==> src/common/cad_params.svh <==
// ----------------------------------------------------------
// CAD convolution engine sizes
// Image and kernel geometry, pooling and datapath widths
// ----------------------------------------------------------
`ifndef CAD_PARAMS_SVH
`define CAD_PARAMS_SVH

// Image and kernel side lengths
`define CAD_IMG_DIM   8
`define CAD_KER_DIM   5

// Valid convolution output side
`define CAD_CONV_DIM  (`CAD_IMG_DIM - `CAD_KER_DIM + 1)

// Max pooling window side
`define CAD_POOL_DIM  2

// Pixel, weight and accumulator widths
`define CAD_PIX_W     8
`define CAD_ACC_W     20

`endif

==> src/common/cad_data_pkg.sv <==
// ----------------------------------------------------------
// CAD data types
// Pixels, weights, sums and buffer addresses
// ----------------------------------------------------------
`include "cad_params.svh"

package cad_data_pkg;

  // Signed image pixel or kernel weight
  typedef logic signed [`CAD_PIX_W-1:0] pixel_t;

  // Convolution sum, also the pooled result
  typedef logic signed [`CAD_ACC_W-1:0] acc_t;

  // Five lanes, one kernel row or the image slice under it
  typedef pixel_t [`CAD_KER_DIM-1:0] pix_row_t;

  // Linear byte addresses, row-major
  typedef logic [$clog2(`CAD_IMG_DIM * `CAD_IMG_DIM)-1:0] img_addr_t;
  typedef logic [$clog2(`CAD_KER_DIM * `CAD_KER_DIM)-1:0] ker_addr_t;

endpackage

==> src/common/cad_ctrl_pkg.sv <==
// ----------------------------------------------------------
// CAD control types
// State encodings of the loader and the sequencer
// ----------------------------------------------------------
package cad_ctrl_pkg;

  // Which matrix the incoming bytes belong to
  typedef enum logic {
    LD_IMAGE  = 1'b0,
    LD_KERNEL = 1'b1
  } load_phase_e;

  // Processing sequencer
  typedef enum logic {
    SEQ_IDLE = 1'b0,
    SEQ_RUN  = 1'b1
  } seq_state_e;

endpackage

==> src/common/cad_buf_if.sv <==
// ----------------------------------------------------------
// Matrix buffer ports
// Write port from the loader, row read port to the MAC
// ----------------------------------------------------------
`include "cad_params.svh"

interface buf_wr_if
  import cad_data_pkg::*;
();
  logic      wr_en;
  logic      is_kernel;
  img_addr_t wr_addr;
  pixel_t    wr_data;

  modport ldr (output wr_en, is_kernel, wr_addr, wr_data);
  modport mem (input  wr_en, is_kernel, wr_addr, wr_data);
endinterface

interface buf_rd_if
  import cad_data_pkg::*;
();
  logic                             rd_en;
  logic [$clog2(`CAD_IMG_DIM)-1:0]  img_row;
  logic [$clog2(`CAD_IMG_DIM)-1:0]  img_col;
  logic [$clog2(`CAD_KER_DIM)-1:0]  ker_row;
  // Registered, valid one cycle after rd_en
  pix_row_t                         img_data;
  pix_row_t                         ker_data;

  modport seq (output rd_en, img_row, img_col, ker_row);
  modport mem (
    input  rd_en, img_row, img_col, ker_row,
    output img_data, ker_data
  );
  modport mac (input img_data, ker_data);
endinterface

==> src/source/matrix_loader.sv <==
// ----------------------------------------------------------
// Matrix loader
// Counts stream bytes and writes image, then kernel
// ----------------------------------------------------------
`include "cad_params.svh"

module matrix_loader
  import cad_data_pkg::*;
  import cad_ctrl_pkg::*;
(
  input  logic   clk,
  input  logic   rst_n,
  input  logic   in_valid,
  input  pixel_t matrix,
  buf_wr_if.ldr  wr,
  output logic   load_done
);

  localparam img_addr_t IMG_LAST = img_addr_t'(`CAD_IMG_DIM * `CAD_IMG_DIM - 1);
  localparam img_addr_t KER_LAST = img_addr_t'(`CAD_KER_DIM * `CAD_KER_DIM - 1);

  load_phase_e phase;
  img_addr_t   byte_cnt;
  logic        phase_last;

  // Last byte of the current matrix
  assign phase_last = (phase == LD_IMAGE) ? (byte_cnt == IMG_LAST) : (byte_cnt == KER_LAST);

  // Every valid byte is written in its own cycle
  assign wr.wr_en     = in_valid;
  assign wr.is_kernel = (phase == LD_KERNEL);
  assign wr.wr_addr   = byte_cnt;
  assign wr.wr_data   = matrix;

  always_ff @(posedge clk or negedge rst_n)
  begin
    if (!rst_n)
    begin
      phase     <= LD_IMAGE;
      byte_cnt  <= '0;
      load_done <= 1'b0;
    end
    else
    begin
      load_done <= in_valid && phase_last && (phase == LD_KERNEL);
      if (in_valid)
      begin
        if (phase_last)
        begin
          // Image done -> kernel, kernel done -> rewind for next set
          byte_cnt <= '0;
          phase    <= (phase == LD_IMAGE) ? LD_KERNEL : LD_IMAGE;
        end
        else
          byte_cnt <= byte_cnt + 1'b1;
      end
    end
  end

endmodule

==> src/source/matrix_buffer.sv <==
// ----------------------------------------------------------
// Matrix buffer
// Image and kernel registers with a five-lane row read
// ----------------------------------------------------------
`include "cad_params.svh"

module matrix_buffer
  import cad_data_pkg::*;
(
  input logic   clk,
  input logic   rst_n,
  buf_wr_if.mem wr,
  buf_rd_if.mem rd
);

  pixel_t    img_mem [`CAD_IMG_DIM * `CAD_IMG_DIM];
  pixel_t    ker_mem [`CAD_KER_DIM * `CAD_KER_DIM];
  img_addr_t img_idx [`CAD_KER_DIM];
  ker_addr_t ker_idx [`CAD_KER_DIM];

  always_ff @(posedge clk)
  begin
    if (wr.wr_en)
    begin
      if (wr.is_kernel)
        ker_mem[ker_addr_t'(wr.wr_addr)] <= wr.wr_data;
      else
        img_mem[wr.wr_addr] <= wr.wr_data;
    end
  end

  // Five consecutive pixels from (row, col), one full kernel row
  always_comb
  begin
    for (int k = 0; k < `CAD_KER_DIM; k++)
    begin
      img_idx[k] = img_addr_t'(rd.img_row * `CAD_IMG_DIM + rd.img_col + k);
      ker_idx[k] = ker_addr_t'(rd.ker_row * `CAD_KER_DIM + k);
    end
  end

  always_ff @(posedge clk or negedge rst_n)
  begin
    if (!rst_n)
    begin
      rd.img_data <= '0;
      rd.ker_data <= '0;
    end
    else if (rd.rd_en)
    begin
      for (int k = 0; k < `CAD_KER_DIM; k++)
      begin
        rd.img_data[k] <= img_mem[img_idx[k]];
        rd.ker_data[k] <= ker_mem[ker_idx[k]];
      end
    end
  end

endmodule

==> src/conv/conv_sequencer.sv <==
// ----------------------------------------------------------
// Convolution sequencer
// Walks pool windows, positions and kernel rows,
// one row read per cycle
// ----------------------------------------------------------
`include "cad_params.svh"

module conv_sequencer
  import cad_ctrl_pkg::*;
(
  input  logic  clk,
  input  logic  rst_n,
  input  logic  load_done,
  buf_rd_if.seq rd,
  output logic  row_valid,
  output logic  sum_last,
  output logic  pool_last
);

  localparam int WIN_LAST = (`CAD_CONV_DIM / `CAD_POOL_DIM) ** 2 - 1;
  localparam int POS_LAST = `CAD_POOL_DIM ** 2 - 1;
  localparam int KER_LAST = `CAD_KER_DIM - 1;

  seq_state_e                      state;
  logic [$clog2(WIN_LAST+1)-1:0]   win_cnt;
  logic [$clog2(POS_LAST+1)-1:0]   pos_cnt;
  logic [$clog2(`CAD_KER_DIM)-1:0] ker_cnt;
  logic                            ker_last;
  logic                            pos_last;
  logic                            win_last;

  assign ker_last = (ker_cnt == KER_LAST);
  assign pos_last = (pos_cnt == POS_LAST);
  assign win_last = (win_cnt == WIN_LAST);

  // Counter bit 1 is the row, bit 0 the column (raster order)
  assign rd.rd_en   = (state == SEQ_RUN);
  assign rd.ker_row = ker_cnt;
  assign rd.img_row = ker_cnt + {1'b0, win_cnt[1], 1'b0} + {2'b0, pos_cnt[1]};
  assign rd.img_col = {1'b0, win_cnt[0], 1'b0} + {2'b0, pos_cnt[0]};

  // ----------------------------------------------------------
  // FSM and nested counters
  // ----------------------------------------------------------
  always_ff @(posedge clk or negedge rst_n)
  begin
    if (!rst_n)
    begin
      state   <= SEQ_IDLE;
      win_cnt <= '0;
      pos_cnt <= '0;
      ker_cnt <= '0;
    end
    else
    begin
      case (state)
        SEQ_IDLE:
        begin
          if (load_done)
            state <= SEQ_RUN;
        end
        SEQ_RUN:
        begin
          if (ker_last)
          begin
            ker_cnt <= '0;
            if (pos_last)
            begin
              pos_cnt <= '0;
              if (win_last)
              begin
                // Counters wrap to zero, ready for the next set
                win_cnt <= '0;
                state   <= SEQ_IDLE;
              end
              else
                win_cnt <= win_cnt + 1'b1;
            end
            else
              pos_cnt <= pos_cnt + 1'b1;
          end
          else
            ker_cnt <= ker_cnt + 1'b1;
        end
        default: state <= SEQ_IDLE;
      endcase
    end
  end

  // Flags line up with the buffer read data
  always_ff @(posedge clk or negedge rst_n)
  begin
    if (!rst_n)
    begin
      row_valid <= 1'b0;
      sum_last  <= 1'b0;
      pool_last <= 1'b0;
    end
    else
    begin
      row_valid <= rd.rd_en;
      sum_last  <= rd.rd_en && ker_last;
      pool_last <= rd.rd_en && ker_last && pos_last;
    end
  end

endmodule

==> src/conv/conv_pool_datapath.sv <==
// ----------------------------------------------------------
// Convolution and pooling datapath
// Five-lane MAC, row accumulation, 2x2 signed max pool
// ----------------------------------------------------------
`include "cad_params.svh"

module conv_pool_datapath
  import cad_data_pkg::*;
(
  input  logic  clk,
  input  logic  rst_n,
  buf_rd_if.mac rd,
  input  logic  row_valid,
  input  logic  sum_last,
  input  logic  pool_last,
  output logic  pool_valid,
  output acc_t  pool_value
);

  acc_t row_sum;
  acc_t prod_sum;
  acc_t acc;
  acc_t conv_sum;
  acc_t run_max;
  acc_t new_max;
  logic prod_valid;
  logic prod_sum_last;
  logic prod_pool_last;
  logic first_in_win;

  // Sum of the five lane products
  always_comb
  begin
    row_sum = '0;
    for (int k = 0; k < `CAD_KER_DIM; k++)
      row_sum = row_sum + $signed(rd.img_data[k]) * $signed(rd.ker_data[k]);
  end

  // Full conv value on the last row, signed max against the window
  assign conv_sum = acc + prod_sum;
  assign new_max  = (first_in_win || conv_sum > run_max) ? conv_sum : run_max;

  // ----------------------------------------------------------
  // Product stage and pooled result
  // ----------------------------------------------------------
  always_ff @(posedge clk)
  begin
    if (row_valid)
      prod_sum <= row_sum;
    if (prod_sum_last)
      run_max <= new_max;
    if (prod_pool_last)
      pool_value <= new_max;
  end

  always_ff @(posedge clk or negedge rst_n)
  begin
    if (!rst_n)
    begin
      prod_valid     <= 1'b0;
      prod_sum_last  <= 1'b0;
      prod_pool_last <= 1'b0;
      acc            <= '0;
      first_in_win   <= 1'b1;
      pool_valid     <= 1'b0;
    end
    else
    begin
      prod_valid     <= row_valid;
      prod_sum_last  <= row_valid && sum_last;
      prod_pool_last <= row_valid && pool_last;
      pool_valid     <= prod_pool_last;
      // Restart the accumulator after each fifth row
      if (prod_valid)
        acc <= prod_sum_last ? '0 : conv_sum;
      if (prod_sum_last)
        first_in_win <= prod_pool_last;
    end
  end

endmodule

==> src/source/result_serializer.sv <==
// ----------------------------------------------------------
// Result serializer
// Shifts pooled results out LSB first, one bit per cycle
// ----------------------------------------------------------
`include "cad_params.svh"

module result_serializer
  import cad_data_pkg::*;
(
  input  logic clk,
  input  logic rst_n,
  input  logic pool_valid,
  input  acc_t pool_value,
  output logic out_valid,
  output logic out_value
);

  acc_t                          hold_reg;
  logic                          hold_full;
  logic [`CAD_ACC_W-1:0]         shift_reg;
  logic [$clog2(`CAD_ACC_W)-1:0] bit_cnt;
  logic                          last_bit;
  logic                          do_load;
  logic                          take_new;
  acc_t                          load_src;

  assign last_bit = (bit_cnt == `CAD_ACC_W - 1);
  // Shifter is free when idle or on its final bit
  assign do_load  = (!out_valid || last_bit) && (hold_full || pool_valid);
  assign load_src = hold_full ? hold_reg : pool_value;
  // New result waits unless it goes straight into the shifter
  assign take_new = pool_valid && !(do_load && !hold_full);

  always_ff @(posedge clk)
  begin
    if (take_new)
      hold_reg <= pool_value;
    if (do_load)
      shift_reg <= load_src >> 1;
    else
      shift_reg <= shift_reg >> 1;
  end

  always_ff @(posedge clk or negedge rst_n)
  begin
    if (!rst_n)
    begin
      hold_full <= 1'b0;
      bit_cnt   <= '0;
      out_valid <= 1'b0;
      out_value <= 1'b0;
    end
    else
    begin
      if (take_new)
        hold_full <= 1'b1;
      else if (do_load)
        hold_full <= 1'b0;

      if (do_load)
      begin
        out_valid <= 1'b1;
        out_value <= load_src[0];
        bit_cnt   <= '0;
      end
      else if (out_valid && !last_bit)
      begin
        out_value <= shift_reg[0];
        bit_cnt   <= bit_cnt + 1'b1;
      end
      else
      begin
        out_valid <= 1'b0;
        out_value <= 1'b0;
      end
    end
  end

endmodule

==> src/source/cad_top.sv <==
// ----------------------------------------------------------
// CAD convolution engine top level
// Byte stream in, 5x5 valid conv, 2x2 max pool, serial out
// ----------------------------------------------------------
module cad_top
  import cad_data_pkg::*;
(
  input  logic   clk,
  input  logic   rst_n,
  input  logic   in_valid,
  input  pixel_t matrix,
  output logic   out_valid,
  output logic   out_value
);

  logic load_done;
  logic row_valid;
  logic sum_last;
  logic pool_last;
  logic pool_valid;
  acc_t pool_value;

  buf_wr_if wr_bus ();
  buf_rd_if rd_bus ();

  // ----------------------------------------------------------
  // Input side
  // ----------------------------------------------------------
  matrix_loader u_loader (
    .clk       (clk),
    .rst_n     (rst_n),
    .in_valid  (in_valid),
    .matrix    (matrix),
    .wr        (wr_bus.ldr),
    .load_done (load_done)
  );

  matrix_buffer u_buffer (
    .clk   (clk),
    .rst_n (rst_n),
    .wr    (wr_bus.mem),
    .rd    (rd_bus.mem)
  );

  // ----------------------------------------------------------
  // Convolution and pooling
  // ----------------------------------------------------------
  conv_sequencer u_seq (
    .clk       (clk),
    .rst_n     (rst_n),
    .load_done (load_done),
    .rd        (rd_bus.seq),
    .row_valid (row_valid),
    .sum_last  (sum_last),
    .pool_last (pool_last)
  );

  conv_pool_datapath u_dp (
    .clk        (clk),
    .rst_n      (rst_n),
    .rd         (rd_bus.mac),
    .row_valid  (row_valid),
    .sum_last   (sum_last),
    .pool_last  (pool_last),
    .pool_valid (pool_valid),
    .pool_value (pool_value)
  );

  // Output side
  result_serializer u_ser (
    .clk        (clk),
    .rst_n      (rst_n),
    .pool_valid (pool_valid),
    .pool_value (pool_value),
    .out_valid  (out_valid),
    .out_value  (out_value)
  );

endmodule

==> config.mk <==
export PLATFORM = sky130hd
export DESIGN_NAME = cad_top
export DESIGN_NICKNAME = d
export VERILOG_FILES = /design/src/common/cad_data_pkg.sv /design/src/common/cad_ctrl_pkg.sv /design/src/common/cad_buf_if.sv /design/src/source/matrix_loader.sv /design/src/source/matrix_buffer.sv /design/src/conv/conv_sequencer.sv /design/src/conv/conv_pool_datapath.sv /design/src/source/result_serializer.sv /design/src/source/cad_top.sv
export VERILOG_INCLUDE_DIRS = /design/src /design/src/common
export SDC_FILE = /design/constraint.sdc
export NUM_CORES = 2
export LEC_CHECK = 0
export BUFFER_PORTS_ARGS = -buffer_cell sky130_fd_sc_hd__buf_2
export CAP_MARGIN = 20
export CORE_MARGIN = 2
export CORE_UTILIZATION = 63
export CTS_BUF_LIST = sky130_fd_sc_hd__clkbuf_2 sky130_fd_sc_hd__clkbuf_4 sky130_fd_sc_hd__clkbuf_8
export DETAILED_ROUTE_END_ITERATION = 8
export PLACE_DENSITY = 0.89
export SYNTH_ARGS = -nofsm -noshare
export SYNTH_HDL_FRONTEND = slang
export SYNTH_SLANG_ARGS = --single-unit
==> constraint.sdc <==
create_clock -name clk -period 9.2 [get_ports clk]
set_clock_uncertainty 0.1 [all_clocks]
set_input_delay 1.38 -clock clk [delete_from_list [all_inputs] [get_ports clk]]
set_output_delay 1.38 -clock clk [all_outputs]
set_load 0.05 [all_outputs]
After elaboration in Yosys (flattened, before gate mapping)
Memory sizes are Yosys's and may differ from the RTL's. A register that Yosys moved wholly into a read port is not among the register bits.
Cells that the tools add are included.
Storage, ports and cells
  register bits after elaboration: 152
  RAM bits: 712
  input port bits: 11
  output and inout bits: 2
  logic and storage cells: 124
  memories: 2
Memories
  u_buffer.img_mem: depth 64, width 8, rd ports 5, clocked after Yosys merged registers in 5, write ports 1, RTL line matrix_buffer.sv:16  | pixel_t img_mem [`CAD_IMG_DIM * `CAD_IMG_DIM];
  u_buffer.ker_mem: depth 25, width 8, rd ports 5, clocked after Yosys merged registers in 5, write ports 1, RTL line matrix_buffer.sv:17  | pixel_t ker_mem [`CAD_KER_DIM * `CAD_KER_DIM];
Operators by class
  add/sub/neg operators: 22
  multiply operators: 6
  magnitude comparators: 1
  equality and inequality tests: 7
  muxes and demuxes: 28
  bitwise gates (word level): 1
  reduce and logical (&&, ||, !) cells: 32
Operators by type and width (number)
  adder 20 bit: 5
  multiplier 8 x 8 -> 16 bit: 5
  2-to-1 mux 20 bit: 3
  greater-than comparator 20 bit: 1
  2-to-1 mux 19 bit: 1
  2-to-1 mux 1 bit: 17
  zero test 1 bit: 14
  adder 6 x 1 -> 6 bit, second input constant: 2
  adder 6 x 2 -> 6 bit, second input constant: 2
  adder 5 x 1 -> 5 bit, second input constant: 2
  adder 5 x 2 -> 5 bit, second input constant: 2
  logical AND 1 bit: 10
  2-to-1 mux 5 bit: 2
  adder 6 x 3 -> 6 bit: 1
  adder 6 x 3 -> 6 bit, second input constant: 1
  equality test 6 x 5 -> 1 bit, second input constant: 1
  equality test 6 bit, second input constant: 1
  2-to-1 mux 6 bit: 1
  adder 5 x 3 -> 5 bit, second input constant: 1
  equality test 5 bit, second input constant: 1
  multiplier 3 x 3 -> 5 bit, second input constant: 1
  adder 2 x 1 -> 2 bit, second input constant: 2
  equality test 2 bit, second input constant: 2
  2-to-1 mux 2 bit: 2
  13 further kinds: 17

Longest topological paths before layout
  depth in word-level cells: 7
  mapped depth: 31
  mapped depth without buffers: 30

Hierarchy
Synthesis repeated with hierarchy kept, for this count alone.
Unflattened totals
  cells, all modules: 5310
  area total of the unflattened synthesis: 70920.5 µm²
By module, submodules not included
  matrix_buffer: times used 1, cells each 3211, area an instance 49338.6 µm², seq. area each 23382.4 µm²
  conv_pool_datapath: times used 1, cells each 1873, area an instance 18571.6 µm², seq. area each 2428.6 µm²
  result_serializer: times used 1, cells each 125, area an instance 1928.1 µm², seq. area each 1181.1 µm²
  conv_sequencer: times used 1, cells each 44, area an instance 551.8 µm², seq. area each 275.3 µm²
  matrix_loader: times used 1, cells each 57, area an instance 530.5 µm², seq. area each 200.2 µm²

Worst setup path before layout
Ideal clock, no wire load.
  path type: flip-flop to flip-flop
  start point: register u_buffer.rd.img_data[31], read port of u_buffer.img_mem
  end point: register u_dp.prod_sum[18] (data pin)
  setup time: 262 ps
  arrival time: 6832 ps
  data required time: 8838 ps
  setup slack: 2005 ps
  cell stages (with the launch flop): 31
  path buffers: 1
  clock period less this slack: 7195 ps
  path through: dfrtp_1 clkbuf_1 and2_1 fa_1 inv_1 fa_1 inv_1 fa_1 inv_1 fa_1 inv_1 ha_1 inv_1 o21bai_1 or3_1 a31o_2 xor2_1 fa_1 inv_1 fa_1 inv_1 fa_1 ha_1 nor2_1 o211ai_1 a211oi_1 o31ai_1 nor3_1 nor2_1 a31oi_1 o31ai_1
Between the ends
  cells in the longest elaborated chain, start to end: 3
RTL lines
  start: declaration: RTL line cad_buf_if.sv:33  | output img_data, ker_data
  multiplier 8 x 8 -> 16 bit: RTL line conv_pool_datapath.sv:36  | row_sum = row_sum + $signed(rd.img_data[k]) * $signed(rd.ker_data[k]);
  adder 20 bit (2 in a row): RTL line conv_pool_datapath.sv:36
  via u_dp.row_sum[18]: RTL line conv_pool_datapath.sv:20  | acc_t row_sum;
  end signal: assignment: RTL line conv_pool_datapath.sv:49  | prod_sum <= row_sum;
  end: declaration: RTL line conv_pool_datapath.sv:21  | acc_t prod_sum;
The timed path passes the listed nets, and every way through them passes these cells.
A chain may end at the register's enable or synchronous reset.

Worst setup path after layout
  start point: register u_buffer.rd.ker_data[34], read port of u_buffer.ker_mem
  end point: register u_dp.prod_sum[18] (data pin)
Between the ends
  cells in the longest elaborated chain, start to end: 2
RTL lines (RTL line)
  start: declaration: cad_buf_if.sv:33
  multiplier 8 x 8 -> 16 bit: conv_pool_datapath.sv:36
  adder 20 bit: conv_pool_datapath.sv:36
  via u_dp.row_sum[18]: conv_pool_datapath.sv:20
The timed path passes the listed nets, and every way through them passes these cells.

==> run_results.csv <==
group,metric,value,unit
placed_design,dp_hpwl,128,mm
sta,finalSetupViolations,0,
sta,worst_pin_slew,1.39,ns
routing,routed_wirelength,193,mm
final_layout,area_delta_synth_final,7.45,%
routing,drtIter0Drc,8522,
synthesis,ys_warn_count,0,
floorplan,rows,118,
synthesis,avgSynthCellArea,14.6,um2
floorplan,core_area,103000,um2
outcome,failed_checks,"DRC",
grt,grt_pass1_vias,44000,
placed_design,gp_congestion,0.989,
worst_setup_path,path_class,"reg2reg",
final_layout,largest_reg_flops,512,
clock_tree,cts_inserted_buffers,151,
floorplan,ios,13,
sta,period_minus_slack,7.78,ns
clock_tree,cts.sink_count,943,
routing,via_per_inst,7.44,
floorplan,chipHeight,327,um
final_layout,final_common_cell,"edfxtp_1",
worst_setup_path,cp_max_fo,9,
routing,ant_nets,0,
synthesis,synth_area_leaders,"edfxtp_1 36%, mux4_2 25%, fa_1 10%",
sta,slew_headroom,7.16,%
floorplan,dieArea,107000,um2
grt,grt_use_total,35.6,%
routing,drc_errors,236,
synthesis,synth_nets,5047,
synthesis,syn_area,65600,um2
routing,drt-wirelength-per-cell,32.2,um
worst_setup_path,critPathTopFamily,"adder cells",
final_layout,nNetsFinal,5049,
clock_tree,cts_root_buffer,"clkbuf_8",
synthesis,yosys.area.top_type_share,36.3,%
synthesis,ys_types,69,
clock_tree,cts_tree,"built",
final_layout,drive_gt1_share,24.9,%
final_layout,final_cell_mix,"792 x edfxtp_1, 736 x mux4_2, 497 x inv_1",
worst_setup_path,slowest_stage,"fa_1",
synthesis,seq_area_frac_synth,41.9,%
outcome,run_status,"complete, but fails checks",
synthesis,synth_flop_cell,"edfxtp_1",
worst_hold_path,worstHoldPathType,"reg2reg",
grt,grt-ovfl-total,0,
clock_tree,holdBufCountCts,0,
floorplan,die_x,327,um
placed_design,dpl.cell_count,5681,
placed_design,io_buffers,12,
power_and_ir_drop,p_per_area,344,nW/um2
routing,num_vias,44600,
sta,hold_violations,0,
synthesis,synth_cells,4487,
clock_tree,post_cts_resize_count,0,
power_and_ir_drop,leakagePower,25.1,nW
worst_setup_path,cp.arrival,8.28,ns
sta,fmax,129,MHz
worst_setup_path,rrSetupSlack,1.42,ns
worst_setup_path,slowest_delay,0.54,ns
synthesis,synth_edf_count,792,
synthesis,synth_seq_cells,943,
synthesis,synthArstFlopShare,14.0,%
power_and_ir_drop,peakVddDrop,1.28,mV
sta,slew_viol_final,0,
clock_tree,htreeDepth,4,
grt,antenna_found_initial,23,
final_layout,fillCellCount,6275,
sta,fin_setup_tns,0,ns
sta,rsz0062_at_grt,"no",
final_layout,reg_top3,"u_buffer.img_mem (512), u_buffer.ker_mem (200)",
clock_tree,cts.clk_slew.worst_paths,0.06,ns
worst_setup_path,cp.required,9.70,ns
final_layout,instances_no_fill,5996,
grt,grt_pass1_wl,280,mm
clock_tree,clk_path_buf_depth,3,
worst_setup_path,cp-start-kind,"flop",
sta,period_share,84.5,%
worst_setup_path,end_kind,"flop",
run,max-cap-violations,0,
floorplan,start_util,63.4,%
grt,grt_max_degree,157,
clock_tree,cts_setup_buffers,0,
worst_setup_path,crit_buf_inv,7,
routing,dr.pass1.iters,9,
clock_tree,clk_latency,0.90,ns
synthesis,yosysTopAreaCell,"edfxtp_1",
final_layout,max_flop_register,"u_buffer.img_mem",
## metrics by stage
stage	total power, W	util (%)	hold WS [ns]	setup slack (ns)	instance area, um2
6_report	0.0242	68.2	0.350	1.42	70400
4_1_cts	0.0238	67.8	0.352	1.48	70000
5_1_grt	0.0257	68.1	0.362	1.12	70400
2_1_floorplan	0.0164	-	0.252	2.01	65600
3_3_place_gp	0.0195	64.7	0.331	1.68	66900
3_5_place_dp	0.0201	64.8	0.339	1.53	67000
## final timing paths
check | startpoint | to | cells past startpoint
max in group asynchronous | rst_n | u_seq.rd.ker_row[0] | 2
hold / removal | u_dp.pool_value[10] | u_ser.hold_reg[10] | 0
min in group asynchronous | rst_n | u_ser.out_value | 1
setup reg to reg | u_buffer.rd.ker_data[34] | u_dp.prod_sum[18] | 29
setup / recovery | u_buffer.rd.ker_data[34] | u_dp.prod_sum[18] | 29
hold reg to reg | u_dp.pool_value[10] | u_ser.hold_reg[10] | 0
## cell type report
cell class,count,area (um2),area share (%)
clock inverter,74,581,0.824
clock buffer,198,2480,3.52
antenna,8,20.0,0.0284
inverter,500,1880,2.66
multi-input combinational,2786,35300,50.1
timing repair buffer,107,985,1.40
sequential,943,27500,39.0
tap,1380,1730,2.45
## logic make-up after synthesis
| group | synth area share, % |
|---|---|
| buffers and inverters | 4.55 |
| AND/OR/NAND/NOR | 5.82 |
| AO/OA/AOI/OAI | 4.31 |
| flip-flops | 41.9 |
| adder cells (fa/ha/maj) | 14.2 |
| multiplexers | 27.5 |
| XOR/XNOR | 1.70 |
## power breakdown
| group | total [W] | internal (W) | switching (W) |
|---|---|---|---|
| sequential | 0.00597 | 0.00548 | 0.000493 |
| combinational | 0.0145 | 0.00615 | 0.00833 |
| clock | 0.00378 | 0.00195 | 0.00182 |
| total | 0.0242 | 0.0136 | 0.0106 |
## cell usage after synthesis, drive strengths merged, types with 17 or more instances
cell type / instances
a211oi: 64
a21o: 27
a21oi: 195
a22o: 17
and2: 201
buf: 107
clkbuf: 151
dfrtp: 131
dfxtp: 19
edfxtp: 792
fa: 327
ha: 222
inv: 499
mux2: 48
mux2i: 91
mux4: 736
nand2: 177
nand2b: 31
nand3: 25
nor2: 236
nor2b: 45
nor3: 17
o21ai: 61
xnor2: 99
xor2: 28
## metal layers
metal	up-vias	global-route usage [%]	routed length (um)
met1	21900	43.5	59100
met2	4436	53.8	87100
li1	17000	-	-
met3	1207	14.5	30000
met5	-	0	384
met4	36	21.0	16200
(Power assumes the default switching activity.)
